[config.mk]
export PLATFORM = sky130hd
export DESIGN_NAME = icache_way_ram
export DESIGN_NICKNAME = d
export VERILOG_FILES = /design/src/logic/icache_geom_pkg.sv /design/src/logic/icache_way_ram.sv
export SDC_FILE = /design/constraint.sdc
export NUM_CORES = 1
export LEC_CHECK = 0
export ABC_AREA = 1
export CAP_MARGIN = 10
export CORE_MARGIN = 2
export CORE_UTILIZATION = 63
export CTS_CLUSTER_DIAMETER = 40
export DETAILED_ROUTE_END_ITERATION = 7
export DONT_BUFFER_PORTS = 1
export PLACE_DENSITY = 0.9
export SETUP_SLACK_MARGIN = 0.05
export SYNTH_ARGS = -nofsm -noshare
export SYNTH_HDL_FRONTEND = slang
export SYNTH_SLANG_ARGS = --single-unit
[constraint.sdc]
create_clock -name clk -period 1.65 [get_ports clk]
set_clock_uncertainty 0.05 [all_clocks]
set_input_delay 0.33 -clock clk [delete_from_list [all_inputs] [get_ports clk]]
set_output_delay 0.33 -clock clk [all_outputs]
set_load 0.02 [all_outputs]
[src/logic/icache_geom_pkg.sv]
// instruction cache geometry
// address split, set and way counts, and the stored payload types
package icache_geom_pkg;

    // fetch address and instruction word
    localparam int ADDR_W = 64;
    localparam int WORD_W = 32;

    // 64 sets, index taken from address bits 8..3
    localparam int SETS      = 64;
    localparam int INDEX_W   = 6;
    localparam int INDEX_LSB = 3;

    // tag is everything above the index
    localparam int TAG_W = ADDR_W - INDEX_W - INDEX_LSB;

    localparam int WAYS = 2;

    // tag entry held per way and set
    typedef logic [TAG_W-1:0] tag_t;

    // one instruction word per 8-byte granule
    typedef logic [WORD_W-1:0] word_t;

endpackage

[src/logic/icache_way_ram.sv]
// icache way storage
// one entry per set, registered read port and a single write port
`timescale 1ns/1ps

module icache_way_ram #(
    parameter type payload_t = logic
) (
    input  logic                                 clk,
    input  logic [icache_geom_pkg::INDEX_W-1:0]  i_rd_index,
    input  logic                                 i_wr_ena,
    input  logic [icache_geom_pkg::INDEX_W-1:0]  i_wr_index,
    input  payload_t                             i_wr_data,
    output payload_t                             o_rd_data
);

    payload_t mem [icache_geom_pkg::SETS];

    always_ff @(posedge clk) begin
        if (i_wr_ena) begin
            mem[i_wr_index] <= i_wr_data;
        end
    end

    // read data shows up one cycle after the index
    always_ff @(posedge clk) begin
        o_rd_data <= mem[i_rd_index];
    end

endmodule

Yosys cells after proc, flatten, opt, wreduce, memory -nomap -nowiden

Memories as Yosys holds them, arrays and structs flattened. A register that Yosys moved wholly into a read port is not among the register bits.
Index checks and enable logic that the tools add are counted.
Widths: inputs -> output; s select.

Output and inout bits: 1
Bits in writable memories: 64
Memories: 1
Logic and storage cells: 3
Bits of input ports: 15
Bits in registers: 0

Mux-type cells: 2

Memory list:

| memory | depth | bits a word | rd ports | clocked after Yosys merged registers in | wr ports | line                 | text |
|---|---|---|---|---|---|---|---|
| mem    | 64    | 1           | 1        | 1                                       | 1        | icache_way_ram.sv:16 | `payload_t mem [icache_geom_pkg::SETS];` |

Operators with widths:

| cell   | count |
|---|---|
| $mux 1 | 2 |

Depth between registers and ports, before layout

Gate-level depths: netlist of run 1.

Word-level depth: 2
Gate-level depth with buffers: 11
Mapped depth without buffers: 9

Worst setup path before layout of run 1

OpenSTA, ideal clock, no wires.

Path type: input port to flip-flop
Start: in i_wr_ena
End: mem mem[34] in the netlist's numbering, enable pin
Stages: 3
Setup time: 0.326 ns
Data arrival time: 0.903 ns
Slack: 0.371 ns
Path through: buf_2 nand3_1 nor4_1

Longest elaborated chain between the ends: 2

Ends and longest elaborated chain:

| item                         | line                 | text |
|---|---|---|
| start, declared              | icache_way_ram.sv:10 | `input logic i_wr_ena,` |
| $mux 1                       | icache_way_ram.sv:19 | `if (i_wr_ena) begin` |
| $mux 1 (implied by the code) | icache_way_ram.sv:20 | `mem[i_wr_index] <= i_wr_data;` |
| end, declared                | icache_way_ram.sv:16 |  |

Every way passes these cells.

==> flow_summary.ini, run 1 <==
[min_path]
hold_class = input pin to flop
hp-start = i_wr_data

[setup_path]
path_buf_inv = 0
worstSetupEndpointType = flop
crit_chain = nand2_1 -> nand3_1 -> nand3_1 -> nand2_1 -> nand2_1 -> nand3_1 -> nand3_1 -> nand2_1
max_stage_delay_ps = 380
arrival_ps = 1390
path_class = flop to flop
cp.required_ps = 1850
cpLargestDelayFamily = simple AND/OR/NAND/NOR gates
crit_fanout = 1
r2r-start = mem[51]
crit_start = mem[51]
crit_path_start_kind = flop
slowest_stage = edfxtp_1

[clocking]
clk_latency_ps = 350
path_clk_slew_ps = 70
cts_tree = yes
postCtsSetupBuffers = 0
numCtsBuffers = 9
clockBufferDepth = 2
cts.sinks = 65
root_buffer = clkbuf_8
htree_levels = 3
cts_resized = 0
cts_hold_buf = 0

[die]
die_w_um = 73.53
ios = 16
initial_core_util_pct = 64.91
fp.coreArea_um2 = 4692
fp.dieArea_um2 = 5406
die_h_um = 73.53
num_rows = 25

[placed_design]
globalplace.congestion = 0.8904
numPortBuffers = 0
hpwl_mm = 4.408
place_area_um2 = 3023

[drt]
num_vias = 2337
post_drt_wl_per_cell_um = 18.60
first_pass_iters = 7
wl_mm = 6.956
drt-initial-drc-count = 310
remaining_drc_errors = 0
drtAntennaViolNets = 0
vias_per_cell = 6.249

[logic_synthesis]
synthMostInstantiatedCell = nand2_1
async_reset_ff_share_pct = 0
netlist_top_cells_area = edfxtp_1 (63%), nand2_1 (11%), nand3_1 (10%)
synth_top_cell_by_area = edfxtp_1
synth.distinct_cells = 14
synth_warnings = 0
synth_nets = 329
synth_area_um2 = 3045
ys_seq_area_share_pct = 63.76
synth_commonest_cells = nand2_1 (86), edfxtp_1 (64), nand3_1 (61), nor2_1 (61), inv_1 (14)
synth_seq_cells = 65
syn_area_per_cell_um2 = 9.699
synth_edf_count = 64
yosysTopAreaCellShare_pct = 63.11
syn_inst = 314
synth_ff_type = edfxtp_1

[timing]
fin_crit_sh_pct = 72.31
slew_headroom_pct = 69.42
finalSetupTns_ps = 0
period_needed_ps = 1193
hold_viol = 0
setup_viol = 0
finalMaxSlewViolations = 0
tightest_slew_ps = 457.3
max_freq_ghz = 0.8381
rsz0062_at_grt = false

[grt]
grt_pass1_wl_mm = 11.05
grt_pass1_vias = 2299
grt_start_max_net_pins = 65
antenna_found_initial = 0
grtUsageTotal_pct = 28.85
gr-total-overflow = 0

[layout]
fin_area_um2 = 3208
drive_above_1_share_pct = 5.938
fill_cells = 329
diodes = 0
nets = 330
area_growth_pct = 5.341

[job]
maxCapViolations = 0

[power]
powerDensity_nw_per_um2 = 1031
power.leakage_nw = 1.137
vdd_drop_max_v = 0.0007032

[run_status]
status = complete, no violations
path summary, 6_finish.rpt:
check,endpoint,slack [ps],cells past startpoint
max,o_rd_data,460,8
min,mem[38],30,0
max reg2reg,o_rd_data,460,8
min reg2reg,o_rd_data,780,8
metrics by stage:
stage | total power [W] | hold slack (ps) | instances | worst slack (ps) | utilization, %
CTS | 0.003289 | 23.52 | 374 | 454.5 | 68.37
global route | 0.003374 | 16.06 | 374 | 355.7 | 68.37
finish | 0.003308 | 30.50 | 374 | 456.8 | 68.37
detailed placement | 0.002046 | 380.5 | 358 | 164.4 | 64.43
floorplan | 0.002037 | 378.9 | 314 | 370.7 | -
global placement | 0.002036 | 380.8 | 358 | 229.5 | 64.43
flip-flops by register name, indices dropped and copies added, names as in the netlist:
register	count
mem	64
o_rd_data	1
layout by cell type (no fill, tap or decap):
cell,Yosys,final
inv_2,1,1
nor4_1,4,4
clkbuf_8,0,9
nand4_1,5,5
clkinvlp_4,0,1
edfxtp_1,64,64
nand3_1,61,61
inv_1,14,14
nor3_1,4,4
bufinv_16,0,1
nand2_1,86,86
dfxtp_1,1,1
clkinv_1,0,1
clkinv_2,0,4
buf_4,3,2
nor2_1,61,61
inv_6,1,1
logic make-up after synthesis:
logic type             Yosys count  share of synthesized area (%)
buffers and inverters           28                          5.587
flip-flops                      65                          63.76
AND/OR/NAND/NOR                221                          30.65
power breakdown:
part           switching, W  internal (W)  total [W]
Clock              0.000613      0.000680    0.00129
Combinational      0.000127     0.0000531   0.000180
Sequential       0.00000799       0.00183    0.00183
Total              0.000748       0.00256    0.00331
routing by layer:
layer / up-vias / global-route usage [%] / wire (um) / share of wire [%]
met5: - / 0 / 0 / 0
met4: 0 / 12.73 / 261 / 3.8
met3: 30 / 8.505 / 626 / 9.0
met2: 151 / 48.12 / 3515 / 51
met1: 1086 / 34.75 / 2552 / 37
li1: 1070 / - / - / -
cell type report:
cell class | instances | area, um2 | share of cell area, %
inverter | 16 | 65.06 | 2.028
clock inverter | 7 | 61.31 | 1.911
sequential | 65 | 1942 | 60.53
timing repair buffer | 2 | 15.01 | 0.4680
tap | 54 | 67.56 | 2.106
clock buffer | 9 | 123.9 | 3.861
multi-input combinational | 221 | 933.4 | 29.10
Note: power is estimated with default switching activity, not from simulation.
==> inputs of run 2 (changes only) <==
==> constraint.sdc (replaced) <==
create_clock -name clk -period 1.1 [get_ports clk]
set_clock_uncertainty 0.05 [all_clocks]
set_input_delay 0.22 -clock clk [delete_from_list [all_inputs] [get_ports clk]]
set_output_delay 0.22 -clock clk [all_outputs]
set_load 0.02 [all_outputs]
==> run 2 against run 1 <==
Net effect:
- the flow now finishes with violations (design-rule violations, negative hold slack, negative setup slack)
- largest power group unchanged
- critical path type unchanged
- register-to-register slack worse by 610 ps
- global-route usage up 2.1 points
- critical path depth unchanged
- non-clock buffer count up 16
- sequential share of layout area down 6.8 points
- via count up 8.9%
==> flow_summary.ini, run 2 (synthesis gave the netlist of run 1 again) <==
[die]
num_rows = 25
fp.dieArea_um2 = 5406
fp.coreArea_um2 = 4692
die_h_um = 73.53
initial_core_util_pct = 64.91
ios = 16
die_w_um = 73.53

[clocking]
cts_tree = yes
htree_levels = 3
cts_hold_buf = 2
root_buffer = clkbuf_8
numCtsBuffers = 9
postCtsSetupBuffers = 0
clk_latency_ps = 350
cts.sinks = 65
path_clk_slew_ps = 80
clockBufferDepth = 2

[min_path]
hold_class = input pin to flop

[drt]
vias_per_cell = 6.528
post_drt_wl_per_cell_um = 20.53
remaining_drc_errors = 1
wl_mm = 8.007
drtAntennaViolNets = 0
num_vias = 2546
drt-initial-drc-count = 528
first_pass_iters = 8

[grt]
grt_start_max_net_pins = 65
grt_pass1_wl_mm = 11.98
grt_pass1_vias = 2379
antenna_found_initial = 0
gr-total-overflow = 0
grtUsageTotal_pct = 30.91

[power]
power.leakage_nw = 1.287
p_total_w = 0.005638
powerDensity_nw_per_um2 = 1560
vdd_drop_max_v = 0.001750

[setup_path]
crit_path_start_kind = flop
path_class = flop to flop
slowest_stage = edfxtp_1
max_stage_delay_ps = 360
worstSetupEndpointType = flop
path_buf_inv = 0
crit_fanout = 1
cpLargestDelayFamily = simple AND/OR/NAND/NOR gates
crit_path_frequent_cell = nand2_1
crit_chain = nand2_1 -> nand3_2 -> nand3_1 -> nand2_1 -> nand2_1 -> nand3_2 -> nand3_1 -> nand2_1
cp.required_ps = 1300
arrival_ps = 1450

[timing]
finalMaxSlewViolations = 0
period_needed_ps = 1252
max_freq_ghz = 0.7989
fin_crit_sh_pct = 113.8
slew_headroom_pct = 74.93
hold_viol = 65
tightest_slew_ps = 373.2
finalSetupTns_ps = -151.8
setup_viol = 1
whs_ps = -80.32
rsz0062_at_grt = true
fin_ws_ps = -151.8

[layout]
nets = 346
final_common_cell = nand2_1
regMostFlops = mem
drive_above_1_share_pct = 23.21
fill_cells = 257
largest_reg_flops = 64
final_cell_mix = nand2_1 (76), edfxtp_1 (64), nor2_1 (60), nand3_1 (35), nand3_2 (25)
diodes = 0
utilization_pct = 77.04
top_regs = mem: 64 flops, o_rd_data: 1 flops
area_growth_pct = 18.69

[run_status]
status = finished, violations left
failed_checks = design-rule violations, negative hold slack, negative setup slack

[placed_design]
numPortBuffers = 0
hpwl_mm = 4.279
place_ws_ps = -174.3
globalplace.congestion = 0.9333

[job]
maxCapViolations = 0
run 2: cell count changes in the layout (fill, tap and decap cells not counted), moves of 4 or more:
cell / before / now
nand3_1: 61 / 35
clkinv_2: 4 / 0
nor4_1: 4 / 0
nand3_2: 0 / 25
nor4_2: 0 / 4
nand2_2: 0 / 10
nand2_1: 86 / 76
buf_4: 2 / 16
run 2: path summary, 6_finish.rpt:
kind	start	endpoint	slack [ps]	depth (start not counted)
hold / removal	i_wr_data	mem[54]	-80	0
setup reg to reg	mem[63]	o_rd_data	-150	8
setup / recovery	mem[63]	o_rd_data	-150	8
hold reg to reg	mem[0]	o_rd_data	830	8
run 2: what timing repair did:
| item | CTS | global route |
|---|---|---|
| setup endpoints to repair | 2 | 2 |
| resized for setup | 5 | 30 |
| pin swaps | 9 | 24 |
| endpoints found under the hold margin | 66 | 66 |
run 2: routing by layer:
metal / part of all wire (%) / vias up / track usage (%)
met5: 0 / - / 0
met4: 5.1 / 0 / 14.75
met3: 12 / 66 / 6.447
met2: 47 / 229 / 48.71
met1: 35 / 1151 / 41.27
li1: - / 1100 / -
run 2: report_power, final:
part | internal [W] | total (W) | switching, W | leakage [nW]
Sequential | 0.00274 | 0.00275 | 0.0000122 | 0.584
Clock | 0.00152 | 0.00251 | 0.000991 | 0.117
Combinational | 0.000135 | 0.000379 | 0.000244 | 0.586
Total | 0.00439 | 0.00564 | 0.00125 | 1.29
run 2: stage by stage:
stage | instance area, um2 | std cells
3_3_place_gp | 3202 | 372
2_1_floorplan | 3144 | 314
3_5_place_dp | 3202 | 372
5_1_grt | 3615 | 390
4_1_cts | 3490 | 390
6_report | 3615 | 390
run 2: cell type report:
cell class              instances  area (um2)  area share, %
repair buffers                 18       140.1          3.877
multi-input cells             221        1139          31.50
well taps                      54       67.56          1.869
inverters                      16       83.83          2.319
clock buffers                  10       127.6          3.531
flip-flops and latches         65        1942          53.72
clock inverters                 6       115.1          3.184
