[config.mk]
export PLATFORM = sky130hd
export DESIGN_NAME = icache_replace
export DESIGN_NICKNAME = d
export VERILOG_FILES = /design/src/logic/icache_geom_pkg.sv /design/src/logic/icache_state_pkg.sv /design/src/logic/icache_replace.sv
export SDC_FILE = /design/constraint.sdc
export NUM_CORES = 1
export LEC_CHECK = 0
export BUFFER_PORTS_ARGS = -buffer_cell sky130_fd_sc_hd__buf_2
export CORE_UTILIZATION = 41
export DETAILED_ROUTE_END_ITERATION = 8
export GPL_ROUTABILITY_DRIVEN = 1
export PLACE_DENSITY = 0.57
export REMOVE_ABC_BUFFERS = 1
export SYNTH_ARGS = -nofsm -noshare
export SYNTH_HDL_FRONTEND = slang
export SYNTH_SLANG_ARGS = --single-unit
[constraint.sdc]
create_clock -name clk -period 5.5 [get_ports clk]
set_input_delay 0.825 -clock clk [delete_from_list [all_inputs] [get_ports clk]]
set_output_delay 0.825 -clock clk [all_outputs]
set_load 0.02 [all_outputs]
[src/logic/icache_geom_pkg.sv]
// instruction cache geometry
// address split, set and way counts, and the stored payload types
package icache_geom_pkg;

    // fetch address and instruction word
    localparam int ADDR_W = 64;
    localparam int WORD_W = 32;

    // 64 sets, index taken from address bits 8..3
    localparam int SETS      = 64;
    localparam int INDEX_W   = 6;
    localparam int INDEX_LSB = 3;

    // tag is everything above the index
    localparam int TAG_W = ADDR_W - INDEX_W - INDEX_LSB;

    localparam int WAYS = 2;

    // tag entry held per way and set
    typedef logic [TAG_W-1:0] tag_t;

    // one instruction word per 8-byte granule
    typedef logic [WORD_W-1:0] word_t;

endpackage

[src/logic/icache_state_pkg.sv]
// instruction cache control encodings
// fetch FSM states and replacement age counter limits
package icache_state_pkg;

    // one-hot controller states
    typedef enum logic [3:0] {
        IDLE    = 4'b0001,
        LOOKUP  = 4'b0010,
        REFILL  = 4'b0100,
        RESPOND = 4'b1000
    } state_t;

    // per-way age counter, saturating
    localparam int AGE_W = 3;
    localparam logic [AGE_W-1:0] AGE_MAX = 3'd7;

endpackage

[src/logic/icache_replace.sv]
// icache replacement state
// per-set valid bits and saturating age counters for both ways,
// victim selection for the set currently being served
`timescale 1ns/1ps

module icache_replace (
    input  logic                                 clk,
    input  logic                                 rst,
    input  logic [icache_geom_pkg::INDEX_W-1:0]  i_index,
    input  logic                                 i_accept,
    input  logic                                 i_touch,
    input  logic                                 i_touch_way,
    input  logic                                 i_fill,
    input  logic                                 i_fill_way,
    output logic [icache_geom_pkg::WAYS-1:0]     o_valid,
    output logic                                 o_victim_way
);

    logic [icache_geom_pkg::WAYS-1:0]       valid_q [icache_geom_pkg::SETS];
    logic [icache_state_pkg::AGE_W-1:0]     age_q   [icache_geom_pkg::SETS][icache_geom_pkg::WAYS];

    logic [icache_state_pkg::AGE_W-1:0]     age0;
    logic [icache_state_pkg::AGE_W-1:0]     age1;

    always_ff @(posedge clk or negedge rst) begin
        if (!rst) begin
            for (int s = 0; s < icache_geom_pkg::SETS; s++) begin
                valid_q[s] <= '0;
                for (int w = 0; w < icache_geom_pkg::WAYS; w++) begin
                    age_q[s][w] <= '0;
                end
            end
        end else begin
            // every accepted fetch ages the whole cache
            if (i_accept) begin
                for (int s = 0; s < icache_geom_pkg::SETS; s++) begin
                    for (int w = 0; w < icache_geom_pkg::WAYS; w++) begin
                        if (age_q[s][w] != icache_state_pkg::AGE_MAX) begin
                            age_q[s][w] <= age_q[s][w] + 1'b1;
                        end
                    end
                end
            end
            // a clear wins over aging in the same cycle
            if (i_touch) begin
                age_q[i_index][i_touch_way] <= '0;
            end
            if (i_fill) begin
                age_q[i_index][i_fill_way]   <= '0;
                valid_q[i_index][i_fill_way] <= 1'b1;
            end
        end
    end

    assign o_valid = valid_q[i_index];
    assign age0    = age_q[i_index][0];
    assign age1    = age_q[i_index][1];

    // empty way first, then the older one, tie to way 0
    always_comb begin
        if (!o_valid[0]) begin
            o_victim_way = 1'b0;
        end else if (!o_valid[1]) begin
            o_victim_way = 1'b1;
        end else if (age1 > age0) begin
            o_victim_way = 1'b1;
        end else begin
            o_victim_way = 1'b0;
        end
    end

endmodule

# Word level (Yosys, flattened, before mapping)
# Index checks and enable logic that the tools add are counted.
# totals
elab_cells	621
latch_bits	0
mem_bits_rw	0
rom_bits	0
regBits	512
inputBits	13
memories	0
# op_classes
n_eq_ne	128
div	0
shift	0
reduce_logical	4
n_mul	0
mux	152
n_lt_le_gt_ge	9
bitwise_logic	8
add_sub_neg	128
# op_table
operator	n
384-bit 2-to-1 mux	3
384-bit bitwise AND	2
384-bit inverter	2
3-bit 2-to-1 mux	130
3-bit by 1-bit adder with 3-bit output, second input constant	128
3-bit inequality test, second input constant	128
128-bit OR	1
6-bit demux with 6-bit select	2
6-bit binary-select mux with 6-bit select	1
6-bit 2-to-1 mux	4
2-bit binary-select mux with 6-bit select	1
2-bit demux with 6-bit select	1
7-bit >= comparator, second input constant	1
7-bit by 1-bit < comparator with 1-bit output, second input constant	1
6-bit inverter with 7-bit output	1
3-bit demux with 1-bit select	2
2-bit 2-to-1 mux	3
2-bit >= comparator, second input constant	2
1-bit logical AND	4
2-bit by 1-bit < comparator with 1-bit output, second input constant	2
1-bit 2-to-1 mux	4
1-bit inverter with 2-bit output	2
3-bit greater-than comparator	1
1-bit by 2-bit < comparator with 1-bit output, second input constant	1
other kinds (2)	2

# Logic depth before layout (Yosys ltp)
# Gate-level depths: netlist of the first run.
# logic_depth
depth_word	12
ltp_mapped	16

# Least setup slack after synthesis of the first run
# OpenSTA, ideal clock, no wires.
# synth_timing
kind	input to output
start	input port i_index[1] (netlist bit)
end	output port o_victim_way
path_buffers	4
arrival_time_ps	3461
required_time_ps	4675
setup_slack_ps	1214
stages	13
path_cell_list	buf_6 buf_6 buf_6 buf_2 mux4_2 mux2i_1 o211ai_1 or4_1 ha_1 nor2b_1 o21a_1 o21ai_0 a21boi_1
# synth_between
elab_chain_len	8
# synth_rtl
element	line_no	source
start: declaration	icache_replace.sv:9	input logic [icache_geom_pkg::INDEX_W-1:0] i_index,
6-bit inverter with 7-bit output (not written as such) *	icache_replace.sv:55, icache_replace.sv:56, icache_replace.sv:57	
6-bit binary-select mux with 6-bit select	icache_replace.sv:56, icache_replace.sv:57	
6-bit 2-to-1 mux (not written as such) (2 in series)	icache_replace.sv:57	assign age1 = age_q[i_index][1];
3-bit greater-than comparator	icache_replace.sv:65	end else if (age1 > age0) begin
1-bit 2-to-1 mux	icache_replace.sv:65	
1-bit 2-to-1 mux	icache_replace.sv:63	end else if (!o_valid[1]) begin
1-bit 2-to-1 mux *	icache_replace.sv:61	if (!o_valid[0]) begin
end: declaration	icache_replace.sv:16	output logic o_victim_way
# Mark *: on every way between the ends. The rest lies on a longest branch, timed or not. The select of a mux whose other input is x is not followed.

# Worst setup path in the final report of the first run
# Same ends and word-level chain as after synthesis.

==> results.sh, run 1 <==
export IMPL_synth_area_leaders="dfrtp_1 (49%), mux2i_1 (7.2%), a21oi_1 (7.0%)"
export IMPL_cap_violations=0
export IMPL_finalSetupViolCount=0
export IMPL_min_period_over_period=0.960
export IMPL_pwr_density_cell_nw_per_um2=514
export IMPL_fin_worst_skew_ps=23.5
export IMPL_regArea_um2=12800
export IMPL_required_ps=4680
export IMPL_start_util=0.416
export IMPL_num_io_pins=16
export IMPL_grtUsageTotal=0.254
export IMPL_port_buffer_count=15
export IMPL_crit_path_start_kind="input port"
export IMPL_layout_commonest_cell="dfrtp_1"
export IMPL_root_buffer="clkbuf_16"
export IMPL_crit_type="input port to output port"
export IMPL_fin_ws_ps=221
export IMPL_synth_avg_cell_area_um2=11.0
export IMPL_route_detailed_drc=0
export IMPL_syn2layout_area_growth_pct=12.0
export IMPL_hp_class="input port to async pin"
export IMPL_grt_busiest_layer="met2"
export IMPL_max_vdd_ir_drop_uv=301
export IMPL_synth_edf_count=0
export IMPL_routabilityCongestion=0.922
export IMPL_place_area_um2=27600
export IMPL_drv_slew=0
export IMPL_tritoncts="done"
export IMPL_final_cell_mix="dfrtp_1 (512), a21oi_1 (367), nor2_1 (267), mux2i_1 (190), ha_1 (131)"
export IMPL_setup_tns_ps=0
export IMPL_antenna_found_initial=0
export IMPL_fmax_ghz=0.189
export IMPL_clock_path_buffers=3
export IMPL_arrival_ps=4450
export IMPL_clock_latency_ps=640
export IMPL_critPathMaxFanout=28
export IMPL_synth_top_area_cell="dfrtp_1"
export IMPL_met1_usage=0.351
export IMPL_path_buf_inv=4
export IMPL_postRouteAntennaNets=0
export IMPL_grt_pass1_wl_mm=124
export IMPL_vias_per_cell=6.08
export IMPL_finalHoldViolCount=0
export IMPL_outcome="finished clean"
export IMPL_yosys_warnings=0
export IMPL_grt_pass1_vias=20200
export IMPL_std_cell_rows=92
export IMPL_post_cts_buffers=0
export IMPL_cts_resized=0
export IMPL_ys_seq_area_frac=0.487
export IMPL_ctsHtreeMaxLevel=2
export IMPL_grt_overflow_total=0
export IMPL_fp_coreArea_um2=63200
export IMPL_max_stage_delay_ps=600
export IMPL_tightest_slew_ps=1120
export IMPL_fillers=5740
export IMPL_multi_input_area_um2=12800
export IMPL_cts_buffers=56
export IMPL_first_pass_iters=7
export IMPL_cts_hold_buffers_added=0
export IMPL_rsz0062_at_grt="no"
export IMPL_pre_cts_slack_ps=57.9
export IMPL_avgRoutedWirePerCell_um=24.8
export IMPL_synth_seq_cells=512
export IMPL_dieArea_um2=65200
export IMPL_num_vias=20000
export IMPL_min_period_ps=5280
export IMPL_diodes=0
export IMPL_critPathCaptureType="output port"
export IMPL_clkSlewWorstSetupHoldPaths_ps=60
export IMPL_cts_sinks=512
export IMPL_routed_wl_mm=81.5
export IMPL_die_w_um=255
export IMPL_yosysUniqueCellTypes=56
export IMPL_netlist_area_um2=26300
export IMPL_grtUsageMet2=0.398
export IMPL_die_h_um=255
export IMPL_timing_hold_ws_ps=222
export IMPL_slew_headroom=0.255
export IMPL_synth_top_area_frac=0.487
export IMPL_grt_max_degree=143
export IMPL_grt_use_met3=0.0411
export IMPL_dpl_hpwl_mm=55.7
export IMPL_path_cells="buf_4, buf_12, mux2i_1, o22ai_1, o21ai_0, o211ai_1, or4_1, ha_1, nor2b_1, o21a_1, o21ai_1, buf_4, a21boi_1, buf_2"
export IMPL_critPathMostFrequentCell="buf_4"
export IMPL_drt_iter0_drc=1781
export IMPL_syn_inst=2400
export IMPL_yosys_most_used_dff="dfrtp_1"
export IMPL_crit_family="compound AO/OA/AOI/OAI gates"
export IMPL_leakage_nw=13.1
export IMPL_crit_slowest_cell="or4_1"
export IMPL_drive_gt1_frac=0.118
export IMPL_final_area_um2=29500
export IMPL_fin_nets=2541
export IMPL_async_reset_ff_frac=1.00
[cell type report]
cell class,count,area share
multi-input cells,1727,0.436
flip-flops and latches,512,0.435
clock buffers,80,0.0554
well taps,846,0.0359
repair buffers,95,0.0285
clock inverters,25,0.00896
inverters,5,0.000637
[synth_stat cells, types with 3 or more instances]
library cell,count
o22a_1,7
nor3_2,4
buf_6,5
dfrtp_1,512
o211ai_1,4
o221ai_1,5
buf_4,9
nor2_1,277
a21boi_0,129
mux2_2,30
nor2b_1,9
a221oi_1,48
mux4_2,37
o21ai_0,25
inv_1,3
nand2b_1,5
or2_2,4
xnor2_1,128
a221o_1,18
nand3_1,3
clkbuf_1,96
a22o_1,7
nor3_1,8
a22oi_1,36
nand2_1,52
buf_1,11
a21oi_1,367
a211oi_1,6
nor4_1,3
mux2i_1,190
a21o_1,127
buf_2,35
o22ai_1,30
o21a_1,5
ha_1,131
and2_1,6
[state kept, by name (all words and copies together) (netlist names)]
name     cells
valid_q    128
age_q      384
[per-stage QoR]
step / cells / utilization / power [mW]
final: 3290 / 0.466 / 15.1
after CTS: 3290 / 0.466 / 15.2
after global routing: 3290 / 0.466 / 16.2
after detailed placement: 3185 / 0.436 / 11.3
after floorplan: 2244 / - / 9.50
after global placement: 3185 / 0.436 / 10.9
[power breakdown]
part | internal, mW | leakage, nW | total (mW) | switching [mW]
Clock | 2.25 | 0.947 | 3.88 | 1.63
Sequential | 5.09 | 5.85 | 6.61 | 1.52
Combinational | 2.33 | 6.34 | 4.66 | 2.32
[path summary, 6_finish.rpt]
| kind | end | cells after the start | slack, ps | startpoint |
|---|---|---|---|---|
| setup / recovery | o_victim_way | 14 | 220 | i_index[1] |
| max in group asynchronous | age_q[27] | 2 | 4120 | rst |
| hold reg to reg | valid_q[4] | 1 | 450 | valid_q[4] |
| setup reg to reg | age_q[181] | 4 | 4000 | age_q[180] |
| hold / removal | age_q[200] | 1 | 220 | rst |
| min in group clk | valid_q[4] | 1 | 450 | valid_q[4] |
[logic make-up after synthesis]
| group | count (synthesis) | synth area share |
|---|---|---|
| AO/OA/AOI/OAI | 825 | 0.202 |
| flip-flops | 512 | 0.487 |
| AND/OR/NAND/NOR | 384 | 0.0606 |
| multiplexers | 259 | 0.118 |
| buffers and inverters | 161 | 0.0274 |
| adder cells (fa/ha/maj) | 131 | 0.0623 |
| XOR/XNOR | 128 | 0.0426 |
[layer usage]
| metal | routed length, µm | vias to the layer above |
|---|---|---|
| met5 | 0 | - |
| met4 | 3150 | 0 |
| met3 | 5540 | 185 |
| met2 | 37200 | 743 |
| met1 | 35600 | 10300 |
| li1 | - | 8761 |
[worst register-to-register path: cells and delay by family, from the launching register on]
family	cells	cell delay, ps
multiplexers	1	260
adder cells (fa/ha/maj)	1	250
AND/OR/NAND/NOR	1	50
flip-flops	1	470
AO/OA/AOI/OAI	1	360
Power figures use the tool's default switching activity.
==> run 2: changes to the inputs <==
--- a/config.mk
+++ b/config.mk
@@ -9,7 +9,7 @@
 export CORE_UTILIZATION = 41
 export DETAILED_ROUTE_END_ITERATION = 8
 export GPL_ROUTABILITY_DRIVEN = 1
-export PLACE_DENSITY = 0.57
+export PLACE_DENSITY = 0.59
 export REMOVE_ABC_BUFFERS = 1
 export SYNTH_ARGS = -nofsm -noshare
 export SYNTH_HDL_FRONTEND = slang
==> constraint.sdc (replaced) <==
create_clock -name clk -period 4.35 [get_ports clk]
set_input_delay 0.6525 -clock clk [delete_from_list [all_inputs] [get_ports clk]]
set_output_delay 0.6525 -clock clk [all_outputs]
set_load 0.02 [all_outputs]
==> results.sh, run 2 (synthesis results as in run 1) <==
export IMPL_clock_latency_ps=630
export IMPL_root_buffer="clkbuf_16"
export IMPL_finalHoldViolCount=0
export IMPL_cts_sinks=512
export IMPL_fin_nets=2624
export IMPL_critPathCaptureType="output port"
export IMPL_max_vdd_ir_drop_uv=405
export IMPL_drv_slew=0
export IMPL_first_pass_iters=5
export IMPL_cap_violations=0
export IMPL_cts_buffers=54
export IMPL_port_buffer_count=15
export IMPL_fp_coreArea_um2=63200
export IMPL_critPathMaxFanout=2
export IMPL_leakage_nw=13.5
export IMPL_clock_path_buffers=3
export IMPL_outcome="complete, but fails checks"
export IMPL_rsz0062_at_grt="yes"
export IMPL_die_h_um=255
export IMPL_die_w_um=255
export IMPL_pwr_density_cell_nw_per_um2=630
export IMPL_route_detailed_drc=0
export IMPL_finalSetupViolCount=1
export IMPL_hp_class="input port to async pin"
export IMPL_num_vias=20100
export IMPL_routed_wl_mm=81.3
export IMPL_cts_hold_buffers_added=0
export IMPL_largest_register="age_q"
export IMPL_p_total_mw=19.0
export IMPL_regArea_um2=12800
export IMPL_pre_cts_slack_ps=-732
export IMPL_fillers=5723
export IMPL_failed_checks="negative setup slack"
export IMPL_multi_input_area_um2=12900
export IMPL_final_cell_mix="dfrtp_1 (512), a21oi_1 (367), nor2_1 (267), mux2i_1 (189), buf_4 (146)"
export IMPL_routabilityCongestion=0.935
export IMPL_layout_commonest_cell="dfrtp_1"
export IMPL_dp_cells=3268
export IMPL_fin_ws_ps=-51.9
export IMPL_grt_max_degree=103
export IMPL_fin_cells=3364
export IMPL_dpl_hpwl_mm=56.5
export IMPL_timing_hold_ws_ps=113
export IMPL_antenna_found_initial=0
export IMPL_avgRoutedWirePerCell_um=24.2
export IMPL_min_period_over_period=1.01
export IMPL_slew_headroom=0.291
export IMPL_start_util=0.416
export IMPL_grt_overflow_total=0
export IMPL_grt_pass1_vias=20700
export IMPL_reg_top3="age_q: 384 flops, valid_q: 128 flops"
export IMPL_grtUsageTotal=0.255
export IMPL_required_ps=3700
export IMPL_clkSlewWorstSetupHoldPaths_ps=70
export IMPL_grt_pass1_wl_mm=125
export IMPL_fmax_ghz=0.227
export IMPL_place_area_um2=28200
export IMPL_tightest_slew_ps=1060
export IMPL_crit_path_start_kind="flop"
export IMPL_diodes=0
export IMPL_crit_type="flop to output port"
export IMPL_vias_per_cell=5.98
export IMPL_arrival_ps=3750
export IMPL_dieArea_um2=65200
export IMPL_final_area_um2=30100
export IMPL_num_io_pins=16
export IMPL_fin_worst_skew_ps=18.7
export IMPL_drt_iter0_drc=1784
export IMPL_ctsHtreeMaxLevel=2
export IMPL_largest_register_ffs=384
export IMPL_min_period_ps=4400
export IMPL_std_cell_rows=92
export IMPL_drive_gt1_frac=0.150
export IMPL_syn2layout_area_growth_pct=14.6
export IMPL_postRouteAntennaNets=0
export IMPL_tritoncts="done"
-- run 2: cell count changes in the layout (fill, tap and decap cells not counted), moves of 2 or more --
cell        previous run  this run
clkbuf_8              14        10
clkinvlp_4             1         3
clkinv_2              16        12
a221oi_1              48        45
a221oi_2               0         3
buf_6                  2         8
buf_12                11        15
buf_4                 71       146
clkbuf_1              10         8
-- run 2: area by class of cell --
class | count | area share
Tap cell | 846 | 0.0351
Timing Repair Buffer | 180 | 0.0518
Clock inverter | 21 | 0.00698
Clock buffer | 73 | 0.0512
Multi-Input combinational cell | 1727 | 0.429
Inverter | 5 | 0.000623
Sequential cell | 512 | 0.425
-- run 2: through the flow --
stage | setup TNS, ps | util
after floorplan | -173 | -
after global placement | -814 | 0.447
after detailed placement | -732 | 0.447
after CTS | -180 | 0.476
after global routing | -57.2 | 0.477
final | -51.9 | 0.477
-- run 2: repair_timing --
item / 4_1_cts / 5_1_grt
buffers inserted: 1 / 2
endpoints found under the setup margin: 1 / 1
cloned: 0 / 0
pin swaps: 6 / 7
resized for setup: 14 / 14
-- run 2: worst paths after layout --
path	from	cells after the start	to	slack [ps]
hold / removal	rst	1	age_q[296]	110
setup / recovery	age_q[121]	12	o_victim_way	-50
setup reg to reg	age_q[121]	6	age_q[121]	2720
max in group asynchronous	rst	2	valid_q[91]	3120
hold reg to reg	valid_q[78]	1	valid_q[78]	450
min in group clk	valid_q[78]	1	valid_q[78]	450
-- run 2: worst max-delay path, cell delays in order, from the launching register on --
cell      delay [ps]
dfrtp_1          430
mux2_4           280
a221o_1          310
a222oi_1         320
nor2_1            90
a221o_1          260
or4_4            450
ha_4             230
nor2b_1          120
o21a_1           190
o21ai_4          210
a21boi_2          90
buf_6            140
-- run 2: routing by layer --
metal	global-route usage	part of all wire	up-vias
met5	0	0	-
met4	0.103	0.038	0
met3	0.0526	0.076	179
met2	0.392	0.45	731
met1	0.351	0.44	10300
li1	-	-	8934
-- run 2: report_power, final --
group	switching, mW	total [mW]	internal, mW
clock network	2.00	4.66	2.66
logic	3.03	6.10	3.07
registers	1.79	8.23	6.43
